===== config.mk =====
export PLATFORM = sky130hd
export DESIGN_NAME = bus_interface_top
export DESIGN_NICKNAME = d
export VERILOG_FILES = /design/src/design/bus_pkg.sv /design/src/design/core_pkg.sv /design/src/design/bus_interface_top.sv /design/src/design/byte_lane.sv /design/src/design/cycle_sequencer.sv /design/src/design/read_collector.sv
export VERILOG_INCLUDE_DIRS = /design/src /design/src/include
export SDC_FILE = /design/constraint.sdc
export NUM_CORES = 1
export LEC_CHECK = 0
export BUFFER_PORTS_ARGS = -buffer_cell sky130_fd_sc_hd__buf_2
export CAP_MARGIN = 25
export CELL_PAD_IN_SITES_DETAIL_PLACEMENT = 1
export CELL_PAD_IN_SITES_GLOBAL_PLACEMENT = 1
export CORE_MARGIN = 2
export CORE_UTILIZATION = 44
export DETAILED_ROUTE_END_ITERATION = 12
export GPL_ROUTABILITY_DRIVEN = 0
export PLACE_DENSITY_LB_ADDON = 0.1
export SLEW_MARGIN = 20
export SYNTH_ARGS = -nofsm -noshare
export SYNTH_HDL_FRONTEND = slang
export SYNTH_SLANG_ARGS = --single-unit
export TNS_END_PERCENT = 50

===== constraint.sdc =====
create_clock -name CLK -period 9.1 [get_ports CLK]
set_clock_uncertainty 0.1 [all_clocks]
set_input_delay 0 -clock CLK [delete_from_list [all_inputs] [get_ports CLK]]
set_output_delay 0 -clock CLK [all_outputs]
set_load 0.05 [all_outputs]

===== src/include/bus_if_config.svh =====
// Bus interface configuration.
// Widths of the address bus, the data bus, its byte lanes and the transfer counters.

`ifndef BUS_IF_CONFIG_SVH
`define BUS_IF_CONFIG_SVH

// ------------------------------------------------------------
// Bus widths
// ------------------------------------------------------------
`define BUS_ADR_W   32      // Address bus.
`define BUS_DATA_W  32      // Data bus and operand register.

// ------------------------------------------------------------
// Byte lanes
// ------------------------------------------------------------
`define BUS_LANES   4       // Lane 0 is D31:24.
`define BUS_BYTE_W  8

// Remaining-byte count and offset step.
// Must hold the value 4 for a long operand.
`define BUS_CNT_W   3

`endif


===== src/design/bus_pkg.sv =====
// Bus side types of the dynamic bus sizing interface.
// Port width, per-cycle lane plan and the bus control strobes.
`default_nettype none

`include "bus_if_config.svh"

package bus_pkg;

    // Width of the responding port.
    // The codes are the DSACKn values that announce them.
    typedef enum logic [1:0] {
        PW_32 = 2'b00,
        PW_16 = 2'b01,
        PW_8  = 2'b10
    } port_width_t;

    // Active low bus control strobes.
    typedef struct packed {
        logic as_n;     // Address strobe.
        logic ds_n;     // Data strobe.
        logic ecs_n;    // External cycle start.
        logic rw_n;     // Low for a write.
        logic dben_n;   // Data buffer enable.
    } bus_strobes_t;

    // What every byte lane needs to know about the current bus cycle.
    typedef struct packed {
        port_width_t           pw;        // Port width for this cycle.
        logic [1:0]            adr_lo;    // A1:A0 of this cycle.
        logic [`BUS_CNT_W-1:0] remain;    // Bytes left before this cycle, R.
        logic                  capture;   // Read lanes are valid at this edge.
    } lane_plan_t;

endpackage

`default_nettype wire


===== src/design/core_pkg.sv =====
// Core side types of the dynamic bus sizing interface.
// Operand size and the request that the core holds until data_rdy.
`default_nettype none

`include "bus_if_config.svh"

package core_pkg;

    // Operand size, coded like the SIZE outputs.
    typedef enum logic [1:0] {
        OP_LONG = 2'b00,
        OP_BYTE = 2'b01,
        OP_WORD = 2'b10
    } op_size_t;

    // Request level from the core.
    typedef struct packed {
        logic                  rd_req;
        logic                  wr_req;
        op_size_t              op_size;
        logic [`BUS_ADR_W-1:0] adr;       // Address of the first operand byte.
    } core_req_t;

endpackage

`default_nettype wire


===== src/design/bus_interface_top.sv =====
// Dynamic bus sizing interface, top level.
// Sequencer, four byte lanes and the read collector.
`timescale 1ns/10ps
`default_nettype none

`include "bus_if_config.svh"

module bus_interface_top (
    input  logic                   CLK,
    input  logic                   RESET_CPU_I,
    input  core_pkg::core_req_t    core_req,
    input  logic [`BUS_DATA_W-1:0] data_from_core,
    output logic [`BUS_DATA_W-1:0] data_to_core,
    output logic                   data_rdy,
    output logic [`BUS_ADR_W-1:0]  adr_out,
    output logic [1:0]             size,
    output bus_pkg::bus_strobes_t  strobes,
    output logic [`BUS_DATA_W-1:0] data_port_out,
    output logic                   bus_bsy,
    input  logic [`BUS_DATA_W-1:0] data_port_in,
    input  logic [1:0]             dsack_n
);

    import bus_pkg::*;

    lane_plan_t             plan;
    logic [`BUS_DATA_W-1:0] wr_word;
    logic [`BUS_DATA_W-1:0] op_bytes;      // Operand byte i at bits 8i+7:8i.
    logic                   last_cycle;

    cycle_sequencer u_sequencer (
        .CLK            (CLK),
        .RESET_CPU_I    (RESET_CPU_I),
        .core_req       (core_req),
        .data_from_core (data_from_core),
        .dsack_n        (dsack_n),
        .plan           (plan),
        .wr_word        (wr_word),
        .adr_out        (adr_out),
        .size           (size),
        .strobes        (strobes),
        .bus_bsy        (bus_bsy),
        .last_cycle     (last_cycle)
    );

    // Physical lane i drives D(31-8i):(24-8i), its register holds operand byte i.
    for (genvar i = 0; i < `BUS_LANES; i++) begin : g_lane
        byte_lane #(
            .LANE (i)
        ) u_lane (
            .CLK           (CLK),
            .RESET_CPU_I   (RESET_CPU_I),
            .plan          (plan),
            .wr_word       (wr_word),
            .port_byte_in  (data_port_in),
            .port_byte_out (data_port_out[(`BUS_LANES-1-i)*`BUS_BYTE_W +: `BUS_BYTE_W]),
            .op_byte       (op_bytes[i*`BUS_BYTE_W +: `BUS_BYTE_W])
        );
    end

    read_collector u_collector (
        .CLK          (CLK),
        .RESET_CPU_I  (RESET_CPU_I),
        .op_bytes     (op_bytes),
        .last_cycle   (last_cycle),
        .op_size      (core_req.op_size),
        .data_to_core (data_to_core),
        .data_rdy     (data_rdy)
    );

endmodule

`default_nettype wire


===== src/design/byte_lane.sv =====
// One data bus byte lane. Drives its lane from the write buffer and
// captures the read byte that belongs in operand byte LANE.
`timescale 1ns/10ps
`default_nettype none

`include "bus_if_config.svh"

module byte_lane #(
    parameter int LANE = 0
) (
    input  logic                                   CLK,
    input  logic                                   RESET_CPU_I,
    input  bus_pkg::lane_plan_t                    plan,
    input  logic [`BUS_DATA_W-1:0]                 wr_word,
    input  logic [`BUS_LANES-1:0][`BUS_BYTE_W-1:0] port_byte_in,
    output logic [`BUS_BYTE_W-1:0]                 port_byte_out,
    output logic [`BUS_BYTE_W-1:0]                 op_byte
);

    import bus_pkg::*;

    localparam logic [`BUS_CNT_W-1:0] LANE_C   = `BUS_CNT_W'(LANE);
    localparam logic [1:0]            LANE_TOP = 2'(`BUS_LANES - 1);

    logic [`BUS_CNT_W-1:0] wr_base;
    logic [`BUS_CNT_W-1:0] wr_j;       // Transfer index carried on this lane.
    logic [1:0]            wr_idx;
    logic                  wr_used;
    logic [`BUS_CNT_W-1:0] rd_start;
    logic [`BUS_CNT_W-1:0] rd_end;
    logic [`BUS_CNT_W-1:0] rd_j;       // Transfer index that lands in byte LANE.
    logic [`BUS_CNT_W-1:0] src;
    logic [1:0]            src_lane;
    logic                  rd_hit;

    // ------------------------------------------------------------
    // Write side
    // ------------------------------------------------------------
    // Lane 0 always starts a port, lane 1 starts a 16-bit one on odd addresses.
    // Placed this way, any port width finds its bytes on its own lanes.
    always_comb begin
        if (LANE == 0) begin
            wr_base = '0;
        end else if (LANE == 1) begin
            wr_base = `BUS_CNT_W'(plan.adr_lo[0]);
        end else begin
            wr_base = `BUS_CNT_W'(plan.adr_lo);
        end
    end

    assign wr_j    = LANE_C - wr_base;
    assign wr_used = (LANE_C >= wr_base) && (wr_j < plan.remain);
    assign wr_idx  = 2'(plan.remain - `BUS_CNT_W'(1) - wr_j);   // Byte R-1-j.

    assign port_byte_out = wr_used ? wr_word[wr_idx*`BUS_BYTE_W +: `BUS_BYTE_W] : '0;

    // ------------------------------------------------------------
    // Read side
    // ------------------------------------------------------------
    always_comb begin
        case (plan.pw)
            PW_16: begin
                rd_start = `BUS_CNT_W'(plan.adr_lo[0]);
                rd_end   = `BUS_CNT_W'(2);
            end
            PW_8: begin
                rd_start = '0;
                rd_end   = `BUS_CNT_W'(1);
            end
            default: begin
                rd_start = `BUS_CNT_W'(plan.adr_lo);
                rd_end   = `BUS_CNT_W'(4);
            end
        endcase
    end

    assign rd_j     = plan.remain - `BUS_CNT_W'(1) - LANE_C;
    assign src      = rd_start + rd_j;
    assign src_lane = src[1:0];
    assign rd_hit   = (LANE_C < plan.remain) && (src < rd_end);

    always_ff @(posedge CLK) begin
        if (RESET_CPU_I) begin
            op_byte <= '0;
        end else if (plan.capture && rd_hit) begin
            op_byte <= port_byte_in[LANE_TOP - src_lane];   // Lane 0 is the top byte.
        end
    end

endmodule

`default_nettype wire


===== src/design/cycle_sequencer.sv =====
// Bus cycle sequencer. Runs the IDLE/T1/T2/T3 machine, splits the operand
// into port-sized cycles and drives address, SIZE, strobes and the lane plan.
`timescale 1ns/10ps
`default_nettype none

`include "bus_if_config.svh"

module cycle_sequencer (
    input  logic                   CLK,
    input  logic                   RESET_CPU_I,
    input  core_pkg::core_req_t    core_req,
    input  logic [`BUS_DATA_W-1:0] data_from_core,
    input  logic [1:0]             dsack_n,
    output bus_pkg::lane_plan_t    plan,
    output logic [`BUS_DATA_W-1:0] wr_word,
    output logic [`BUS_ADR_W-1:0]  adr_out,
    output logic [1:0]             size,
    output bus_pkg::bus_strobes_t  strobes,
    output logic                   bus_bsy,
    output logic                   last_cycle
);

    import bus_pkg::*;
    import core_pkg::*;

    typedef enum logic [1:0] {
        IDLE,
        T1,
        T2,
        T3
    } seq_state_t;

    seq_state_t            state;
    seq_state_t            state_nxt;
    logic [`BUS_CNT_W-1:0] remain;       // Bytes still to move, R.
    logic [`BUS_CNT_W-1:0] offset;       // Accumulated address offset.
    logic [`BUS_CNT_W-1:0] init_cnt;     // R at the start of a transfer.
    logic [`BUS_CNT_W-1:0] port_room;    // Port lanes from the start lane to the top.
    logic [`BUS_CNT_W-1:0] step;         // Bytes moved by this cycle, n.
    port_width_t           pw_q;
    logic                  is_write;
    logic                  done_q;       // First IDLE clock after a transfer.
    logic                  start;
    logic                  acked;

    assign acked = (dsack_n != 2'b11);
    assign start = (core_req.rd_req || core_req.wr_req) && !done_q;

    // ------------------------------------------------------------
    // Size partitioning
    // ------------------------------------------------------------
    always_comb begin
        case (core_req.op_size)
            OP_LONG: init_cnt = `BUS_CNT_W'(4);
            OP_WORD: init_cnt = `BUS_CNT_W'(2);
            default: init_cnt = `BUS_CNT_W'(1);
        endcase
    end

    // Lanes left in the latched port, counted from the start lane.
    always_comb begin
        case (pw_q)
            PW_16:   port_room = `BUS_CNT_W'(2 - adr_out[0]);
            PW_8:    port_room = `BUS_CNT_W'(1);
            default: port_room = `BUS_CNT_W'(4 - adr_out[1:0]);
        endcase
    end

    assign step = (remain < port_room) ? remain : port_room;

    // ------------------------------------------------------------
    // State machine and counters
    // ------------------------------------------------------------
    always_comb begin
        state_nxt = state;
        case (state)
            IDLE: begin
                if (start) begin
                    state_nxt = T1;
                end
            end
            T1: state_nxt = T2;
            T2: begin
                if (acked) begin             // Otherwise a wait state.
                    state_nxt = T3;
                end
            end
            T3: state_nxt = (remain == step) ? IDLE : T1;
            default: state_nxt = IDLE;
        endcase
    end

    always_ff @(posedge CLK) begin
        if (RESET_CPU_I) begin
            state    <= IDLE;
            remain   <= '0;
            offset   <= '0;
            pw_q     <= PW_32;
            is_write <= 1'b0;
            done_q   <= 1'b0;
        end else begin
            state  <= state_nxt;
            done_q <= last_cycle;
            if (state == IDLE && start) begin
                remain   <= init_cnt;
                offset   <= '0;
                is_write <= core_req.wr_req;
            end
            if (state == T2 && acked) begin
                pw_q <= port_width_t'(dsack_n);   // Port width latch.
            end
            if (state == T3) begin
                remain <= remain - step;
                offset <= offset + step;
            end
        end
    end

    // Write buffer, stable for the whole transfer.
    always_ff @(posedge CLK) begin
        if (state == IDLE && start) begin
            wr_word <= data_from_core;
        end
    end

    // ------------------------------------------------------------
    // Bus outputs
    // ------------------------------------------------------------
    assign adr_out    = core_req.adr + `BUS_ADR_W'(offset);
    assign size       = remain[1:0];          // R modulo 4.
    assign bus_bsy    = (state != IDLE);
    assign last_cycle = (state == T3) && (remain == step);

    assign strobes.ecs_n  = (state != T1);
    assign strobes.as_n   = (state != T2);
    assign strobes.ds_n   = (state != T2);
    assign strobes.dben_n = (state != T2);
    assign strobes.rw_n   = !(is_write && state != IDLE);   // Low from T1 through T3.

    // The lanes see the width on DSACKn at the capture edge itself.
    assign plan.pw      = (state == T2 && acked) ? port_width_t'(dsack_n) : pw_q;
    assign plan.adr_lo  = adr_out[1:0];
    assign plan.remain  = remain;
    assign plan.capture = (state == T2) && acked && !is_write;

endmodule

`default_nettype wire


===== src/design/read_collector.sv =====
// Read collector. Zero-extends the assembled operand, registers it
// and pulses data_rdy once a transfer has finished.
`timescale 1ns/10ps
`default_nettype none

`include "bus_if_config.svh"

module read_collector (
    input  logic                   CLK,
    input  logic                   RESET_CPU_I,
    input  logic [`BUS_DATA_W-1:0] op_bytes,
    input  logic                   last_cycle,
    input  core_pkg::op_size_t     op_size,
    output logic [`BUS_DATA_W-1:0] data_to_core,
    output logic                   data_rdy
);

    import core_pkg::*;

    localparam int WORD_W = 2 * `BUS_BYTE_W;

    logic [`BUS_DATA_W-1:0] operand;

    // Bytes above the operand may hold data of an older transfer.
    always_comb begin
        case (op_size)
            OP_BYTE: operand = {{(`BUS_DATA_W-`BUS_BYTE_W){1'b0}}, op_bytes[`BUS_BYTE_W-1:0]};
            OP_WORD: operand = {{(`BUS_DATA_W-WORD_W){1'b0}}, op_bytes[WORD_W-1:0]};
            default: operand = op_bytes;
        endcase
    end

    always_ff @(posedge CLK) begin
        if (last_cycle) begin
            data_to_core <= operand;
        end
    end

    // One clock, in the first IDLE clock.
    always_ff @(posedge CLK) begin
        if (RESET_CPU_I) begin
            data_rdy <= 1'b0;
        end else begin
            data_rdy <= last_cycle;
        end
    end

endmodule

`default_nettype wire


Word level (Yosys, flattened, before mapping)
Index checks and enable logic that the tools add are counted.
W data, S select, Z words.
- add/sub/neg operators: 23
- magnitude comparators: 19
- eq/ne operators: 15
- shifts and indexed selects: 4
- mux-type cells: 27
- reduce and logical (&&, ||, !) cells: 26
- operators with widths (operator ; count):
    $shiftx A32 B6 Y8 ; 4
    $bmux W8 S2 ; 4
    $mux W8 ; 8
    $pmux W32 S2 ; 1
    $add A32 B3 Y32 ; 1
    $lt A3 B3 Y1 ; 8
    $pmux W3 S2 ; 3
    $logic_and A1 B1 Y1 ; 17
    $mux W3 ; 5
    $lt A2 B3 Y1 const B ; 4
    $eq A2 B2 Y1 const B ; 5
    $add A2 B3 Y3 ; 3
    $eq A2 B1 Y1 const B ; 4
    $pmux W2 S4 ; 1
    $sub A2 B2 Y2 const A ; 4
    $add A3 B3 Y3 ; 2
    $lt A1 B3 Y1 const A ; 2
    $lt A2 B3 Y1 const A ; 2
    $mux W2 ; 3
    $ne A2 B1 Y1 const B ; 3
    $sub A2 B2 Y2 ; 3
    $sub A2 B2 Y3 const A ; 2
    $sub A3 B1 Y3 const B ; 2
    $sub A3 B2 Y3 const B ; 2
    15 further kinds ; 21
- register bits: 108
- input port bits: 104
- output and inout bits: 105
- logic and storage cells: 126

Logic depth before layout (Yosys ltp)
- word-level depth: 9
- mapped depth: 19
- mapped depth without buffers: 18

Cells and area by module
Synthesis repeated with hierarchy kept, for this count alone.
- cell total of the unflattened synthesis: 681
- area, all modules: 7991.4 sq um
- by module, submodules not included (module ; instances ; cells each ; area an instance (sq um) ; sequential area each (sq um)):
    cycle_sequencer ; 1 ; 246 ; 2655.0 ; 1201.2
    read_collector ; 1 ; 63 ; 1183.6 ; 980.9
    byte_lane at g_lane[2].u_lane ; 1 ; 106 ; 1146.1 ; 160.2
    byte_lane at g_lane[3].u_lane ; 1 ; 91 ; 1029.7 ; 160.2
    byte_lane at g_lane[1].u_lane ; 1 ; 96 ; 1022.2 ; 160.2
    byte_lane at g_lane[0].u_lane ; 1 ; 79 ; 954.7 ; 160.2

Worst setup path after synthesis
Ideal clock, no wire load.
- path type: reg2reg
- from: register u_sequencer.state[0]
- to: register g_lane[2].u_lane.op_byte[0]
- setup time: 128 ps
- data arrival time: 4595 ps
- data required time: 8872 ps
- slack: 4277 ps
- cell stages (with the launch flop): 20
- cell sequence: dfxtp_1 > inv_1 > ha_1 > inv_1 > nor2_1 > o22ai_1 > inv_1 > ha_1 > nor2_1 > nor2_1 > ha_1 > fa_1 > clkbuf_1 > inv_1 > clkbuf_1 > ha_1 > a21o_1 > a2111oi_4 > mux2i_1 > nor2_1
- cells in the longest elaborated chain, start to end: 9
- elaborated cells between the ends (all ways): 15
- ends and longest elaborated chain (element ; RTL line ; text):
    start, declared ; cycle_sequencer.sv:33 ; seq_state_t state;
    start signal, assigned ; cycle_sequencer.sv:102 ; state <= state_nxt;
    $eq A2 B2 Y1 * ; cycle_sequencer.sv:141, cycle_sequencer.sv:144 ;
    $logic_and A1 B1 Y1 * ; cycle_sequencer.sv:141, cycle_sequencer.sv:144 ;
    $mux W2 ; cycle_sequencer.sv:141 ; assign plan.pw = (state == T2 && acked) ? port_width_t'(dsack_n) : pw_q;
    $eq A2 B2 Y1 or $eq A2 B1 Y1 (tied branches) ; byte_lane.sv:61 ; case (plan.pw)
    $pmux W2 S2 ; byte_lane.sv:61 ;
    $add A2 B3 Y3 ; byte_lane.sv:78 ; assign src = rd_start + rd_j;
    $sub A2 B2 Y2 or $lt A3 B3 Y1 (tied branches) ; byte_lane.sv:86, byte_lane.sv:80 ;
    $bmux W8 S2 or $logic_and A1 B1 Y1 (tied branches) ; byte_lane.sv:86, byte_lane.sv:80 ;
    $mux W8 (implied by the code) or $logic_and A1 B1 Y1 (tied branches) ; byte_lane.sv:86, byte_lane.sv:85 ;
    end signal, assigned ; byte_lane.sv:86 ; op_byte <= port_byte_in[LANE_TOP - src_lane];
    end, declared ; byte_lane.sv:17 ; output logic [`BUS_BYTE_W-1:0] op_byte
Mark *: on every way between the ends. The rest lies on a longest branch, timed or not. The select of a mux whose other input is x is not followed.
A chain may end at the register's enable or synchronous reset.

Worst setup path in the final report
- from: register u_sequencer.state[0]
- to: register g_lane[2].u_lane.op_byte[3]
Same word-level chain as after synthesis.

==> results.yml <==
final_layout:
  multiInputGateArea_sq_um: 3960
  drive_gt1_share_pct: 31.9
  n_antenna_cell: 0
  stdcell_area_sq_um: 8940
  final_nets: 1024
  finalNonFillerCells: 1094
  seq_area_sq_um: 2800
  num-fill-cells: 1829
  area_growth_pct: 26.9
timing:
  relSlewSlack_pct: 42.3
  post-route-period-util_pct: 57.6
  rsz0062_at_grt: "false"
  fin_tns_setup_ps: 0
  setup_viol: 0
  fin_crit_ps: 5250
  tightest_slew_ps: 858
  slew_violations: 0
  fmax_ghz: 0.191
  finalHoldViolCount: 0
job:
  maxCapViolCount: 0
clocking:
  cts_buffers: 9
  cts-resized-gates: 0
  clk_latency_ps: 370
  cts_root_buf: "clkbuf_16"
  cts_tree: "built"
  postCtsSetupRepairBufs: 0
  clk_path_buf_depth: 2
  postCtsHoldBufs: 35
  clock-sinks: 108
  clkSlewWorstSetupHoldPaths_ps: 90
  htreeDepth: 3
drt:
  drtPass1Iterations: 5
  via_per_inst: 5.37
  drc: 0
  wire_per_inst_um: 19.5
  drt_iter0_drc: 244
  vias: 5877
  wirelength_mm: 21.3
  postRouteAntennaNets: 0
place:
  postPlaceCellArea_sq_um: 8250
  port-buffer-count: 208
  dp_cells: 1041
  dpl.hpwl_mm: 15.6
global_route:
  antenna_found_initial: 0
  track_usage_pct: 25.1
  overflow: 0
  grt_pass1_vias: 6291
  grt_first_pass_wirelength_mm: 32.8
  grt_max_degree: 45
logic_synthesis:
  yosys.area.top_type_share_pct: 27.3
  synth-simple-area-share_pct: 12.7
  ys_seq_area_share_pct: 39.8
  synth_flop_cell: "edfxtp_1"
  syn_area_per_cell_sq_um: 10.9
  synthTopCellsByArea: "edfxtp_1 27%, dfxtp_1 13%, mux2i_1 9.5%"
  synth-seq-cells: 108
  synth_edf_count: 64
  synth-xor-area-share_pct: 6.09
  synth_top_family_by_area: "multiplexers"
  synthesis.area_sq_um: 7050
  yosys.area.top_type: "edfxtp_1"
  synth_compound_area_share_pct: 8.12
  synth_nets: 796
  yosysUniqueCellTypes: 49
  synth_warnings: 0
  synth_cells: 645
  synthMuxAreaShare_pct: 20.2
  async_reset_ff_share_pct: 0
  yosys.area_share.adder_pct: 9.02
run_status:
  status: "finished clean"
floorplanning:
  die_area_sq_um: 17000
  die_h_um: 131
  row_count: 46
  core_area_sq_um: 15800
  initial_utilization_pct: 44.7
  ioPinCount: 209
  die_w_um: 131
setup_path:
  arrival_ps: 5370
  crit_type: "register to register"
  crit_path_end_kind: "register"
  cp_max_fo: 18
  required_ps: 9220
  start_kind: "register"
pwr:
  leakage_nw: 3.94
  powerDensity_nw_per_um2: 386
  ir_drop_mv: 0.208
worst_hold_path:
  hp-class: "input pin to register"
cell type report:
cell class              count  share of cell area (%)
well taps                 216                    3.02
clock inverters             7                    1.02
repair buffers            251                    16.3
multi-input cells         468                    44.3
inverters                  35                    1.47
clock buffers               9                    2.52
flip-flops and latches    108                    31.4
sequential cells by signal, indices dropped and copies added (netlist names):
register / flops
g_lane.u_lane.op_byte: 32
u_collector.data_rdy: 1
u_collector.data_to_core: 32
u_sequencer.is_write: 1
u_sequencer.offset: 3
u_sequencer.pw_q: 2
u_sequencer.remain: 3
u_sequencer.state: 2
u_sequencer.wr_word: 32
worst max-delay path, stage by stage (launching register included):
cell	delay (ps)
dfxtp_1	410
inv_1	90
ha_1	240
inv_1	220
nor2_1	90
o22ai_1	230
inv_1	80
ha_1	330
nor2_1	130
nor2_1	70
ha_1	220
fa_1	880
inv_1	350
ha_1	380
a21o_1	180
a2111oi_4	740
mux2i_1	300
nor2_1	70
metrics by stage:
step	power, W	setup WS (ps)	utilization, %	hold WS (ps)
floorplan	0.00244	4280	-	-1.13
global placement	0.00290	3870	52.3	78.3
detailed placement	0.00299	3460	52.3	78.8
CTS	0.00344	3430	56.5	36.0
global route	0.00367	3490	56.7	49.2
finish	0.00345	3850	56.7	42.8
layer usage:
layer	global-route usage [%]	up-vias	routed length, um
li1	-	2770	-
met2	46.2	175	11100
met3	5.46	27	1060
met1	30.2	2905	8900
met5	0	-	0
met4	5.57	0	274
final timing paths:
| path | startpoint | endpoint | slack [ps] | cells past startpoint |
|---|---|---|---|---|
| hold / removal | data_port_in[5] | g_lane[1].u_lane.op_byte[5] | 40 | 4 |
| hold reg to reg | g_lane[0].u_lane.op_byte[0] | u_collector.data_to_core[0] | 340 | 0 |
| setup reg to reg | u_sequencer.state[0] | g_lane[2].u_lane.op_byte[3] | 3850 | 17 |
| setup / recovery | u_sequencer.state[0] | g_lane[2].u_lane.op_byte[3] | 3850 | 17 |
cell families (layout without fill, tap and decap cells):
| family | after synthesis | after routing |
|---|---|---|
| buf+inv | 69 | 302 |
| mux | 108 | 108 |
| compound gates | 79 | 79 |
| simple gates | 189 | 189 |
| flops | 108 | 108 |
| xor+xnor | 44 | 44 |
| fa+ha+maj | 48 | 48 |
cell usage after synthesis, types with 4 or more instances:
master,n
a211oi_1,20
a21o_1,5
a21oi_1,9
and2_1,12
and3_1,8
buf_1,5
buf_4,6
clkbuf_1,20
dfxtp_1,44
edfxtp_1,64
fa_1,5
ha_1,42
inv_1,35
mux2_2,15
mux2i_1,67
mux4_2,26
nand2_1,39
nand2b_1,4
nand3_1,7
nand4_1,5
nor2_1,73
nor2b_1,27
nor3_1,5
o21ai_0,17
o22ai_1,11
xnor2_1,27
xor2_1,14
layout by cell type (no fill, tap or decap), types with 11 or more instances in the layout:
cell type      count
mux2_2            15
mux2i_1           67
o22ai_1           11
dlygate4sd3_1     35
ha_1              42
a211oi_1          20
xnor2_1           27
nor2_1            72
o21ai_0           17
buf_2            208
xor2_1            14
dfxtp_1           44
and2_1            12
edfxtp_1          64
nor2b_1           27
inv_1             35
mux4_2            26
nand2_1           39
power breakdown:
group	internal, W	switching [W]
clock network	0.000200	0.000217
registers	0.000627	0.0000759
logic	0.000850	0.00148
(Power assumes the default switching activity.)
